$ cat config.mk
export PLATFORM = sky130hd
export DESIGN_NAME = chimera_top
export DESIGN_NICKNAME = d
export VERILOG_FILES = /design/src/rtl/chimera_pkg.sv /design/src/rtl/chimera_top.sv /design/src/rtl/snitch_bootrom.sv /design/src/rtl/chimera_reg_top.sv /design/src/rtl/chimera_apb_demux.sv
export VERILOG_INCLUDE_DIRS = /design/src /design/src/include
export SDC_FILE = /design/constraint.sdc
export NUM_CORES = 1
export LEC_CHECK = 0
export ABC_AREA = 1
export BUFFER_PORTS_ARGS = -buffer_cell sky130_fd_sc_hd__buf_2
export CAP_MARGIN = 30
export CORE_MARGIN = 1
export CORE_UTILIZATION = 39
export DETAILED_ROUTE_END_ITERATION = 6
export PLACE_DENSITY = 0.85
export SYNTH_ARGS = -nofsm -noshare
export SYNTH_HDL_FRONTEND = slang
export SYNTH_SLANG_ARGS = --single-unit
$ cat constraint.sdc
create_clock -name soc_clk_i -period 1.6 [get_ports soc_clk_i]
set_input_delay 0.16 -clock soc_clk_i [delete_from_list [all_inputs] [get_ports soc_clk_i]]
set_output_delay 0.16 -clock soc_clk_i [all_outputs]
set_load 0.005 [all_outputs]
$ cat src/include/chimera_defs.svh
// Chimera control plane constants
// Widths, cluster count, boot ROM depth and the APB address map

`ifndef CHIMERA_DEFS_SVH
`define CHIMERA_DEFS_SVH

`define CHIMERA_EXT_CLUSTERS 5

`define CHIMERA_ADDR_WIDTH 32
`define CHIMERA_DATA_WIDTH 32

`define CHIMERA_ROM_WORDS 32

// Two 4 KiB regions
`define CHIMERA_REG_BASE 32'h0000_0000
`define CHIMERA_ROM_BASE 32'h0000_1000
`define CHIMERA_REGION_MASK 32'hFFFF_F000

`define CHIMERA_REG_CLK_GATE_OFFS 32'h0
`define CHIMERA_REG_BYPASS_OFFS 32'h4

`endif
$ cat src/rtl/snitch_bootrom.hex
// Boot ROM image, one 32-bit hex word per line, word addresses 0 to 31
f1402573
00000297
02028293
30529073
00001597
f0058593
0005a603
00060463
00060067
10500073
ffdff06f
00000013
0ff0000f
0000100f
30047073
00800513
30452073
00100073
c0de0001
c0de0002
b007cafe
5a5a5a5a
a5a5a5a5
0badf00d
12345678
87654321
deadbeef
feedface
00c0ffee
13579bdf
2468ace0
fffffffe

$ cat src/rtl/chimera_pkg.sv
// Chimera control plane types
// APB request and response structs, register select and ROM adapter state

`default_nettype none

`include "chimera_defs.svh"

package chimera_pkg;

  typedef struct packed {
    logic                            psel;
    logic                            penable;
    logic                            pwrite;
    logic [`CHIMERA_ADDR_WIDTH-1:0]  paddr;
    logic [`CHIMERA_DATA_WIDTH-1:0]  pwdata;
  } apb_req_t;

  typedef struct packed {
    logic                            pready;
    logic [`CHIMERA_DATA_WIDTH-1:0]  prdata;
    logic                            pslverr;
  } apb_rsp_t;

  typedef enum logic [1:0] {REG_CLK_GATE, REG_BYPASS, REG_NONE} cfg_reg_e;

  typedef enum logic {ROM_IDLE, ROM_RESP} rom_state_e;

endpackage

`default_nettype wire

$ cat src/rtl/chimera_top.sv
// Chimera control plane top level
// One APB port decoded onto the configuration registers and the boot ROM

`default_nettype none

`include "chimera_defs.svh"

module chimera_top (
  input  logic                              soc_clk_i,
  input  logic                              arst_n_i,
  input  chimera_pkg::apb_req_t              apb_req_i,
  output chimera_pkg::apb_rsp_t              apb_rsp_o,
  output logic [`CHIMERA_EXT_CLUSTERS-1:0]   clu_clk_en_o,
  output logic [`CHIMERA_EXT_CLUSTERS-1:0]   wide_mem_bypass_o
);

  chimera_pkg::apb_req_t reg_req;
  chimera_pkg::apb_rsp_t reg_rsp;
  chimera_pkg::apb_req_t rom_req;
  chimera_pkg::apb_rsp_t rom_rsp;

  chimera_apb_demux u_apb_demux (
    .soc_clk_i (soc_clk_i),
    .arst_n_i  (arst_n_i),
    .apb_req_i (apb_req_i),
    .apb_rsp_o (apb_rsp_o),
    .reg_req_o (reg_req),
    .reg_rsp_i (reg_rsp),
    .rom_req_o (rom_req),
    .rom_rsp_i (rom_rsp)
  );

  chimera_reg_top u_reg_top (
    .soc_clk_i         (soc_clk_i),
    .arst_n_i          (arst_n_i),
    .reg_req_i         (reg_req),
    .reg_rsp_o         (reg_rsp),
    .clu_clk_en_o      (clu_clk_en_o),
    .wide_mem_bypass_o (wide_mem_bypass_o)
  );

  snitch_bootrom u_bootrom (
    .soc_clk_i (soc_clk_i),
    .arst_n_i  (arst_n_i),
    .rom_req_i (rom_req),
    .rom_rsp_o (rom_rsp)
  );

endmodule

`default_nettype wire

$ cat src/rtl/snitch_bootrom.sv
// Snitch cluster boot ROM with APB adapter
// Read data is registered in the first access cycle and returned in the
// second, like a memory with one cycle of latency. Writes end in an error

`default_nettype none

`include "chimera_defs.svh"

module snitch_bootrom (
  input  logic                 soc_clk_i,
  input  logic                 arst_n_i,
  input  chimera_pkg::apb_req_t rom_req_i,
  output chimera_pkg::apb_rsp_t rom_rsp_o
);

  localparam int unsigned IdxWidth = $clog2(`CHIMERA_ROM_WORDS);

  logic [`CHIMERA_DATA_WIDTH-1:0] rom_mem [`CHIMERA_ROM_WORDS];
  logic [IdxWidth-1:0]            word_idx;
  chimera_pkg::rom_state_e        state_q;
  logic [`CHIMERA_DATA_WIDTH-1:0] rdata_q;
  logic                           err_q;

  initial begin
    $readmemh("/design/src/rtl/snitch_bootrom.hex", rom_mem);
  end

  // Word address wraps at the ROM depth
  assign word_idx = rom_req_i.paddr[2 +: IdxWidth];

  always_ff @(posedge soc_clk_i or negedge arst_n_i) begin
    if (!arst_n_i) begin
      state_q <= chimera_pkg::ROM_IDLE;
    end else begin
      case (state_q)
        chimera_pkg::ROM_IDLE: begin
          if (rom_req_i.psel && rom_req_i.penable) begin
            state_q <= chimera_pkg::ROM_RESP;
          end
        end
        default: state_q <= chimera_pkg::ROM_IDLE;
      endcase
    end
  end

  always_ff @(posedge soc_clk_i) begin
    if (state_q == chimera_pkg::ROM_IDLE && rom_req_i.psel && rom_req_i.penable) begin
      rdata_q <= rom_req_i.pwrite ? '0 : rom_mem[word_idx];
      err_q   <= rom_req_i.pwrite;
    end
  end

  assign rom_rsp_o.pready  = (state_q == chimera_pkg::ROM_RESP);
  assign rom_rsp_o.prdata  = rdata_q;
  assign rom_rsp_o.pslverr = (state_q == chimera_pkg::ROM_RESP) & err_q;

endmodule

`default_nettype wire

$ cat src/rtl/chimera_reg_top.sv
// Chimera configuration registers
// Per-cluster clock-gate and wide-memory bypass fields, zero wait states.
// The gate field leaves the block inverted as a clock enable level

`default_nettype none

`include "chimera_defs.svh"

module chimera_reg_top (
  input  logic                              soc_clk_i,
  input  logic                              arst_n_i,
  input  chimera_pkg::apb_req_t              reg_req_i,
  output chimera_pkg::apb_rsp_t              reg_rsp_o,
  output logic [`CHIMERA_EXT_CLUSTERS-1:0]   clu_clk_en_o,
  output logic [`CHIMERA_EXT_CLUSTERS-1:0]   wide_mem_bypass_o
);

  localparam int unsigned PadWidth = `CHIMERA_DATA_WIDTH - `CHIMERA_EXT_CLUSTERS;

  logic [`CHIMERA_ADDR_WIDTH-1:0]   offset;
  chimera_pkg::cfg_reg_e            reg_sel;
  logic                             access;
  logic [`CHIMERA_EXT_CLUSTERS-1:0] clk_gate_q;
  logic [`CHIMERA_EXT_CLUSTERS-1:0] bypass_q;
  logic [`CHIMERA_DATA_WIDTH-1:0]   rdata;

  assign offset = reg_req_i.paddr & ~`CHIMERA_REGION_MASK;
  assign access = reg_req_i.psel & reg_req_i.penable;

  always_comb begin
    case (offset)
      `CHIMERA_REG_CLK_GATE_OFFS: reg_sel = chimera_pkg::REG_CLK_GATE;
      `CHIMERA_REG_BYPASS_OFFS:   reg_sel = chimera_pkg::REG_BYPASS;
      default:                    reg_sel = chimera_pkg::REG_NONE;
    endcase
  end

  // Writes land on the access cycle edge, only the low cluster bits are kept
  always_ff @(posedge soc_clk_i or negedge arst_n_i) begin
    if (!arst_n_i) begin
      clk_gate_q <= '0;
      bypass_q   <= '0;
    end else if (access && reg_req_i.pwrite) begin
      case (reg_sel)
        chimera_pkg::REG_CLK_GATE: clk_gate_q <= reg_req_i.pwdata[`CHIMERA_EXT_CLUSTERS-1:0];
        chimera_pkg::REG_BYPASS:   bypass_q   <= reg_req_i.pwdata[`CHIMERA_EXT_CLUSTERS-1:0];
        default: ;
      endcase
    end
  end

  always_comb begin
    case (reg_sel)
      chimera_pkg::REG_CLK_GATE: rdata = {{PadWidth{1'b0}}, clk_gate_q};
      chimera_pkg::REG_BYPASS:   rdata = {{PadWidth{1'b0}}, bypass_q};
      default:                   rdata = '0;
    endcase
  end

  assign reg_rsp_o.pready  = access;
  assign reg_rsp_o.prdata  = rdata;
  assign reg_rsp_o.pslverr = access & (reg_sel == chimera_pkg::REG_NONE);

  // Gate bit set means the cluster clock is stopped
  assign clu_clk_en_o      = ~clk_gate_q;
  assign wide_mem_bypass_o = bypass_q;

endmodule

`default_nettype wire

$ cat src/rtl/chimera_apb_demux.sv
// Chimera APB decoder
// Routes each transfer to the register block or the boot ROM and merges
// their responses; unmapped addresses get an error response from here

`default_nettype none

`include "chimera_defs.svh"

module chimera_apb_demux (
  input  logic                 soc_clk_i,
  input  logic                 arst_n_i,
  input  chimera_pkg::apb_req_t apb_req_i,
  output chimera_pkg::apb_rsp_t apb_rsp_o,
  output chimera_pkg::apb_req_t reg_req_o,
  input  chimera_pkg::apb_rsp_t reg_rsp_i,
  output chimera_pkg::apb_req_t rom_req_o,
  input  chimera_pkg::apb_rsp_t rom_rsp_i
);

  logic [`CHIMERA_ADDR_WIDTH-1:0] region;
  logic                           sel_reg;
  logic                           sel_rom;
  logic                           unmapped_q;
  logic                           err_access;

  assign region  = apb_req_i.paddr & `CHIMERA_REGION_MASK;
  assign sel_reg = (region == `CHIMERA_REG_BASE);
  assign sel_rom = (region == `CHIMERA_ROM_BASE);

  // Only the selected target sees psel
  always_comb begin
    reg_req_o      = apb_req_i;
    rom_req_o      = apb_req_i;
    reg_req_o.psel = apb_req_i.psel & sel_reg;
    rom_req_o.psel = apb_req_i.psel & sel_rom;
  end

  // Unmapped transfer seen in setup, cleared once its access phase ends
  always_ff @(posedge soc_clk_i or negedge arst_n_i) begin
    if (!arst_n_i) begin
      unmapped_q <= 1'b0;
    end else if (apb_req_i.psel && !apb_req_i.penable) begin
      unmapped_q <= !sel_reg && !sel_rom;
    end else if (apb_req_i.psel && apb_req_i.penable) begin
      unmapped_q <= 1'b0;
    end
  end

  assign err_access = unmapped_q & apb_req_i.psel & apb_req_i.penable;

  always_comb begin
    if (sel_reg) begin
      apb_rsp_o = reg_rsp_i;
    end else if (sel_rom) begin
      apb_rsp_o = rom_rsp_i;
    end else begin
      apb_rsp_o.pready  = err_access;
      apb_rsp_o.prdata  = '0;
      apb_rsp_o.pslverr = err_access;
    end
  end

endmodule

`default_nettype wire

==> impl_metrics.toml, run 1 <==
[worst_setup_path]
crit_type = "primary input to output pin"
arrival_ps = 1200
crit_path_max_fanout = 11
cp_slowest_stage_delay_ps = 230
cp-end-kind = "output pin"
crit_chain = "buf_2 > nor3_2 > nand2_1 > nor2_1 > buf_4 > nand2_1 > a21oi_1 > buf_2"
startpoint_type = "primary input"
required_ps = 1440
slowest_stage = "nor3_2"

[synthesis]
avgSynthCellArea_um2 = 6.90
yosysMostFrequentCell = "nand2_1"
synth_cell_types = 20
netlist_top_cells_count = "47 x nand2_1, 29 x buf_4, 19 x inv_1"
yosysWarningCount = 0
syn_inst = 164
yosys.area.top_type = "dfrtp_1"
netlist_area_um2 = 1130
synth.area.top_cells = "dfrtp_1 27%, buf_4 19%, nand2_1 16%"
synth_ff_type = "dfrtp_1"
yosysSeqAreaShare_pct = 29.2
synth_top_cell_area_share_pct = 26.5
ys_ff_latch = 13
synth_edf_count = 1
synthArstFlopShare_pct = 92.3

[drt]
post-route-drc-count = 0
num_vias = 1099
avgRoutedWirePerCell_um = 8.40
drt_iter0_drc = 25
viasPerCell = 4.29
ant_nets = 0
wl_mm = 2.15
first_pass_iters = 4

[die]
dieWidth_um = 55.9
start_util_pct = 41.0
core_um2 = 2760
dieArea_um2 = 3120
die_y_um = 55.9
rows = 19
io_pins = 113

[sta]
fin_setup_tns_ps = 0
rsz0062_at_grt = "no"
min_period_ps = 1360
slew_violations = 0
fmax_mhz = 733
hold_viol_final = 0
fin_worst_skew_ps = 0.0654
setup_viol = 0
min_period_over_period_pct = 85.2

[power]
p_leak_nw = 0.783
power_density_nw_per_um2 = 469
ir_drop_v = 0.000444

[global_route]
antenna_found_initial = 0
grt_max_degree = 14
gr-usage-met1_pct = 15.8
track_usage_pct = 15.2
met3_usage_pct = 3.02
grt_pass1_vias = 990
grt_pass1_wl_mm = 3.84
grt.overflow.total = 0
top_usage_layer = "met2"
gr-usage-met2_pct = 30.1

[clocking]
clk_pin_slew_ps = 80
clk_latency_ps = 280
cts_resized = 0
h-tree-depth = 1
ctsHoldBuffers = 1
cts_tree = "yes"
cts_setup_buffers = 0
cts_buffers = 3
cts-root-buf = "clkbuf_4"
cts_buffer_depth = 2
cts.sinks = 13

[place]
place_congestion = 0.754
place_area_um2 = 1340
hpwl_mm = 1.88
portBuffers = 58

[run_status]
status = "finished clean"

[job]
drv_cap = 0

[layout]
drive_gt1_share_pct = 32.9
nNetsFinal = 295
fin_area_um2 = 1380
layout-area-overhead-vs-synth_pct = 21.8
final_core_util_pct = 50.0
fillerInstances = 284
diodes = 0

[worst_hold_path]
hold_class = "primary input to flip-flop"
## registers in the layout (all words and copies together) (netlist names)
name / cells
u_reg_top.clk_gate_q: 5
u_bootrom.state_q: 1
u_apb_demux.unmapped_q: 1
u_reg_top.wide_mem_bypass_o: 5
u_bootrom.err_q: 1
## layer usage
| metal | routed length, um | vias up | part of all wire [%] |
|---|---|---|---|
| li1 | - | 583 | - |
| met1 | 808 | 467 | 38 |
| met2 | 1170 | 42 | 55 |
| met3 | 125 | 7 | 5.8 |
| met4 | 42 | 0 | 2.0 |
| met5 | 0 | - | 0 |
## final cells by class
cell class | instances | area, um^2 | area share [%]
multi-input combinational | 127 | 587 | 42.6
inverter | 19 | 71.3 | 5.18
sequential | 13 | 330 | 24.0
tap | 31 | 38.8 | 2.82
timing repair buffer | 62 | 323 | 23.4
clock buffer | 3 | 22.5 | 1.63
clock inverter | 1 | 5.00 | 0.363
## report_power, final
part / internal, mW / total, mW / switching [mW]
registers: 0.334 / 0.335 / 0.000591
logic: 0.0504 / 0.112 / 0.0620
clock network: 0.0929 / 0.199 / 0.106
total: 0.477 / 0.646 / 0.169
## placed cells by master (no fill, tap or decap), types with 3 or more instances in the layout
cell type / Yosys / routed
nor2_2: 3 / 3
nand4_1: 15 / 15
buf_2: 0 / 58
conb_1: 1 / 27
nand2_1: 47 / 47
a21oi_1: 5 / 5
inv_1: 19 / 19
nor2_4: 3 / 3
buf_4: 29 / 3
nor2_1: 17 / 17
dfrtp_1: 12 / 12
nand3_1: 3 / 3
clkbuf_4: 0 / 3
## cells by family after synthesis
group	synth area share (%)
simple gates	40.3
buf+inv	27.5
compound gates	2.65
other cells	0.332
flops	29.2
## worst paths after layout
| check | from | endpoint | slack [ps] | cells after the start |
|---|---|---|---|---|
| max reg2reg | u_bootrom.state_q$_DFF_PN0_ | u_bootrom.err_q$_DFFE_PP_ | 710 | 3 |
| min in group asynchronous | arst_n_i | u_reg_top.clk_gate_q[0]$_DFFE_PN0P_ | 290 | 2 |
| max | apb_req_i[35] | apb_rsp_o[3] | 240 | 8 |
| min | apb_req_i[66] | u_apb_demux.unmapped_q$_DFFE_PN0P_ | 90 | 2 |
| max in group asynchronous | arst_n_i | u_reg_top.wide_mem_bypass_o[0]$_DFFE_PN0P_ | 1090 | 2 |
| min reg2reg | u_reg_top.wide_mem_bypass_o[0]$_DFFE_PN0P_ | u_reg_top.wide_mem_bypass_o[0]$_DFFE_PN0P_ | 500 | 2 |
## stage by stage
step / hold slack (ps) / total power [mW] / setup WS, ps / instances
floorplan: -136 / 0.437 / 467 / 190
global placement: 46.3 / 0.450 / 233 / 251
global route: 122 / 0.683 / 75.6 / 256
finish: 91.5 / 0.646 / 236 / 256
detailed placement: 48.3 / 0.452 / 217 / 251
CTS: 85.3 / 0.653 / 241 / 256
## critical path: cells and delay by family
family          cells  cell delay (ps)
compound gates      1              160
buf+inv             3              410
simple gates        4              470
Power figures use the tool's default switching activity.
==> run 2: changes to the inputs <==
ABC_AREA = unset   (was 1)
CORE_UTILIZATION = 36   (was 39)
PLACE_DENSITY = 0.83   (was 0.85)
==> run 2 against run 1 <==
  * Combinational power grew 22%
  * Global-route usage grew 1.8 points
  * Non-clock buffer count grew 10
  * Utilization grew 8.4 points
  * Clock power is 4% higher
  * Critical path depth unchanged
  * Via count down 18%
  * Count of clock-buffer cells in the layout up 1
  * Cell count is 22% lower
  * The run now ends with negative setup slack left
  * Sequential cell count unchanged
==> impl_metrics.toml, run 2 <==
[drt]
viasPerCell = 4.52
drt_iter0_drc = 9
ant_nets = 0
post-route-drc-count = 0
wl_mm = 2.47
num_vias = 899
avgRoutedWirePerCell_um = 12.4
first_pass_iters = 4

[worst_setup_path]
crit_path_max_fanout = 5
required_ps = 1440
crit_type = "primary input to output pin"
cp-end-kind = "output pin"
arrival_ps = 1480
startpoint_type = "primary input"
r2r_cells = 2

[layout]
drive_gt1_share_pct = 59.8
layout-area-overhead-vs-synth_pct = 49.0
diodes = 0
mostFrequentLayoutCells = "53 x buf_2, 27 x conb_1, 12 x dfrtp_1"
nNetsFinal = 239
regArea_um2 = 330
fillerInstances = 227
multiInputGateArea_um2 = 642
layout_commonest_cell = "buf_2"

[global_route]
grt_max_degree = 13
antenna_found_initial = 0
grt_pass1_wl_mm = 3.50
track_usage_pct = 17.0
grt_pass1_vias = 810
grt.overflow.total = 0

[synthesis]
avgSynthCellArea_um2 = 10.5
yosysMostFrequentCell = "buf_4"
yosys.area.top_type = "dfrtp_1"
synth_ff_type = "dfrtp_1"
yosysWarningCount = 0
ys_ff_latch = 13
yosys.area_share.simple_pct = 23.4
synthArstFlopShare_pct = 92.3
syn_inst = 96
synth_top_cell_area_share_pct = 29.9
yosysSeqAreaShare_pct = 32.8
synth_compound_area_share_pct = 1.99
synth_cell_types = 25
synthXorXnorAreaFrac_pct = 0
synth_top_family_by_area = "simple AND/OR/NAND/NOR gates"
synthMuxAreaShare_pct = 18.2
netlist_area_um2 = 1010
netlist_top_cells_count = "27 x buf_4, 12 x dfrtp_1, 10 x mux2_2"
synth_adder_area_share_pct = 0
synth.area.top_cells = "dfrtp_1 30%, buf_4 20%, mux2_2 11%"
synth_edf_count = 1

[sta]
fmax_mhz = 611
fin_setup_tns_ps = -98.3
fin_worst_skew_ps = 0.298
whs_ps = 85.9
hold_viol_final = 0
rsz0062_at_grt = "yes"
setup_viol = 5
min_period_over_period_pct = 102
worst_slack_ps = -36.7
slew_violations = 0
min_period_ps = 1640

[power]
power_density_nw_per_um2 = 453
p_leak_nw = 0.770
switchingPower_uw = 185
swShare_pct = 27.3
combPwrFrac_pct = 20.2
ir_drop_v = 0.000328
p_int_uw = 494
clkPwrFrac_pct = 30.4
pwr-share-seq_pct = 49.3

[clocking]
cts_buffers = 3
cts.sinks = 13
clk_latency_ps = 280
clk_pin_slew_ps = 80
cts_tree = "yes"
cts-root-buf = "clkbuf_4"
h-tree-depth = 1
cts_buffer_depth = 2

[die]
rows = 18
dieArea_um2 = 3010
core_um2 = 2570
die_y_um = 54.9
io_pins = 113
start_util_pct = 39.2
dieWidth_um = 54.9

[run_status]
violations = "negative setup slack"
status = "finished, violations left"

[worst_hold_path]
whs_path_depth = 1
hold_class = "primary input to flip-flop"

[place]
hpwl_mm = 1.75
place_congestion = 0.683
place_ws_ps = -166
portBuffers = 58

[job]
drv_cap = 0
run 2: cell types whose count changed after synthesis, moves of 4 or more:
cell	change
nand4_1	-15
a21oi_1	-4
nor2_1	-16
nand2_1	-47
mux2i_1	+7
mux2_2	+10
nor2b_1	+5
inv_1	-13
run 2: logic make-up after synthesis:
family / count (synthesis)
buffers and inverters: 35
and+or+nand+nor: 27
muxes: 17
DFF: 13
AOI/OAI and AO/OA: 3
other: 1
run 2: timing repair:
item | CTS | global route
pin swaps | 2 | 8
hold buffers | 1 | 0
setup buffers | 2 | 3
setup endpoints to repair | 7 | 13
resized for setup | 7 | 17
endpoints found under the hold margin | 12 | 0
run 2: metal layers:
layer / wire length (um) / vias to the layer above / global-route usage, % / part of all wire [%]
met1: 933 / 413 / 18.0 / 38
li1: - / 428 / - / -
met4: 44 / 0 / 6.41 / 1.8
met3: 124 / 6 / 3.89 / 5.0
met5: 0 / - / 0 / 0
met2: 1370 / 52 / 31.9 / 55
run 2: critical path: stages:
cell and delay (ps):
buf_2 110, nor4_2 260, nand3_1 120, buf_6 150
nor4_4 230, buf_4 190, nor2b_2 140, buf_2 110
run 2: layout make-up:
| class | count | area share [%] |
|---|---|---|
| clock buffers | 4 | 1.75 |
| inverters | 6 | 1.50 |
| multi-input cells | 74 | 42.8 |
| flip-flops and latches | 13 | 22.0 |
| well taps | 30 | 2.50 |
| repair buffers | 72 | 29.4 |
run 2: path summary, 6_finish.rpt:
path / from / endpoint / slack, ps
max in group asynchronous: arst_n_i / u_reg_top.clk_gate_q[3]$_DFFE_PN0P_ / 1080
worst min register to register: u_reg_top.wide_mem_bypass_o[2]$_DFFE_PN0P_ / u_reg_top.wide_mem_bypass_o[2]$_DFFE_PN0P_ / 530
worst max register to register: u_bootrom.state_q$_DFF_PN0_ / u_bootrom.err_q$_DFFE_PP_ / 520
worst max-delay path: apb_req_i[42] / apb_rsp_o[3] / -40
min in group asynchronous: arst_n_i / u_reg_top.clk_gate_q[1]$_DFFE_PN0P_ / 290
worst min-delay path: apb_req_i[64] / u_bootrom.err_q$_DFFE_PP_ / 90
run 2: through the flow:
step	utilization, %	area (um^2)	power [mW]	std cells
CTS	53.8	1380	0.667	196
detailed placement	49.9	1280	0.452	189
finish	58.4	1500	0.679	199
global route	58.4	1500	0.715	199
global placement	49.9	1280	0.448	189
floorplan	-	1100	0.428	122
run 2: power groups by stage:
stage	Combinational, mW	Clock [mW]	Sequential (mW)
2_1_floorplan	0.0866	0	0.342
3_3_place_gp	0.106	0	0.342
3_5_place_dp	0.110	0	0.342
4_1_cts	0.122	0.210	0.335
5_1_grt	0.155	0.224	0.335
6_report	0.137	0.207	0.335
==> run 3: changes to the inputs <==
CORE_UTILIZATION = 34   (was 36)
PLACE_DENSITY = 0.79   (was 0.83)
RECOVER_POWER = 100   (was unset)
clock period = 1.8 ns   (was 1.6 ns; I/O delays follow)
==> run 3 against run 2 <==
  * The run now ends clean
  * Count of clock-buffer cells in the layout unchanged
  * Wire length decreased by 18%
  * Die area increased by 5.7%
  * Largest power group unchanged
  * Worst hold slack improved by 60 ps
  * Critical path type unchanged
==> impl_metrics.toml, run 3 (synthesis gave the netlist of run 2 again) <==
[clocking]
clk_latency_ps = 270
cts_buffer_depth = 2
cts_buffers = 3
cts_tree = "yes"
cts.sinks = 13
cts-root-buf = "clkbuf_4"
clk_pin_slew_ps = 80
h-tree-depth = 1

[place]
portBuffers = 58
hpwl_mm = 1.67
place_congestion = 0.705
place_ws_ps = -21.8

[job]
drv_cap = 0

[drt]
post-route-drc-count = 0
drt_iter0_drc = 1
ant_nets = 0
avgRoutedWirePerCell_um = 10.4
wl_mm = 2.03
viasPerCell = 4.56
num_vias = 884
first_pass_iters = 2

[power]
p_leak_nw = 0.676
power.total_uw = 576
power_density_nw_per_um2 = 446
ir_drop_v = 0.000248

[layout]
drive_gt1_share_pct = 46.6
layout-area-overhead-vs-synth_pct = 28.4
layout_commonest_cell = "buf_2"
mostFrequentLayoutCells = "50 x buf_2, 27 x conb_1, 12 x clkbuf_1, 12 x dfrtp_1, 10 x mux2_2"
diodes = 0
nNetsFinal = 233
final_core_util_pct = 46.4

[global_route]
antenna_found_initial = 0
grt_pass1_vias = 909
track_usage_pct = 14.2
grt.overflow.total = 0
grt_pass1_wl_mm = 3.55
grt_max_degree = 13

[run_status]
status = "finished clean"

[die]
die_y_um = 56.4
start_util_pct = 36.2
rows = 19
core_um2 = 2780
dieWidth_um = 56.4
dieArea_um2 = 3180
io_pins = 113

[worst_setup_path]
crit_path_max_fanout = 5
crit_type = "primary input to output pin"
cp-end-kind = "output pin"
arrival_ps = 1510
required_ps = 1620
startpoint_type = "primary input"
r2r_cells = 2

[sta]
hold_viol_final = 0
slew_headroom_pct = 56.0
fmax_mhz = 590
setup_viol = 0
min_period_ps = 1690
worst_slack_ps = 106
min_period_over_period_pct = 94.1
worstMarginPinSlew_ps = 660
slew_violations = 0
fin_worst_skew_ps = 1.26
rsz0062_at_grt = "no"
fin_setup_tns_ps = 0

[worst_hold_path]
whs_path_depth = 2
hold_class = "primary input to flip-flop"
run 3: power breakdown:
| part | total, mW | switching, mW | internal [mW] |
|---|---|---|---|
| sequential | 0.298 | 0.000982 | 0.297 |
| combinational | 0.0971 | 0.0529 | 0.0442 |
| clock | 0.181 | 0.0947 | 0.0859 |
| total | 0.576 | 0.149 | 0.427 |
run 3: stage by stage:
step	instance area, um^2	hold WS [ps]	std cells
after floorplan	1100	-116	122
after global placement	1270	73.0	188
after detailed placement	1270	75.7	188
after CTS	1310	99.4	193
after global routing	1290	147	194
final	1290	145	194
run 3: path summary, 6_finish.rpt:
check                                                    start                                  end  slack, ps
setup / recovery                                 apb_req_i[61]                         apb_rsp_o[1]        110
hold / removal                                    apb_req_i[0]  u_reg_top.clk_gate_q[0]$_DFFE_PN0P_        150
setup reg to reg                   u_bootrom.state_q$_DFF_PN0_            u_bootrom.err_q$_DFFE_PP_        740
hold reg to reg            u_reg_top.clk_gate_q[2]$_DFFE_PN0P_  u_reg_top.clk_gate_q[2]$_DFFE_PN0P_        540
max in group asynchronous                             arst_n_i  u_reg_top.clk_gate_q[2]$_DFFE_PN0P_        940
min in group asynchronous                             arst_n_i  u_reg_top.clk_gate_q[0]$_DFFE_PN0P_        440
run 3: critical path: stages:
cell,delay (ps)
buf_2,90
or3_1,490
nor4_1,310
buf_4,180
nor2b_1,140
clkbuf_2,120
run 3: per-layer routing:
metal	share of wire (%)	GRT usage, %	vias up
met1	36	13.2	404
met4	0.89	6.62	0
met3	7.1	1.61	4
met2	56	29.6	53
li1	-	-	423
met5	0	0	-
run 3: cell type report:
cell class              instances  area [um^2]
fillers                       285         1490
clock buffers                   4         26.3
flip-flops and latches         13          330
multi-input cells              74          547
repair buffers                 66          327
well taps                      31         38.8
inverters                       6         22.5
run 3: repair_timing:
item | in CTS | in global routing
endpoints found under the hold margin | 12 | 0
buffers inserted | 0 | 1
hold buffers | 1 | 0
endpoints found under the setup margin | 2 | 7
resized for setup | 1 | 1
pin swaps | 0 | 1
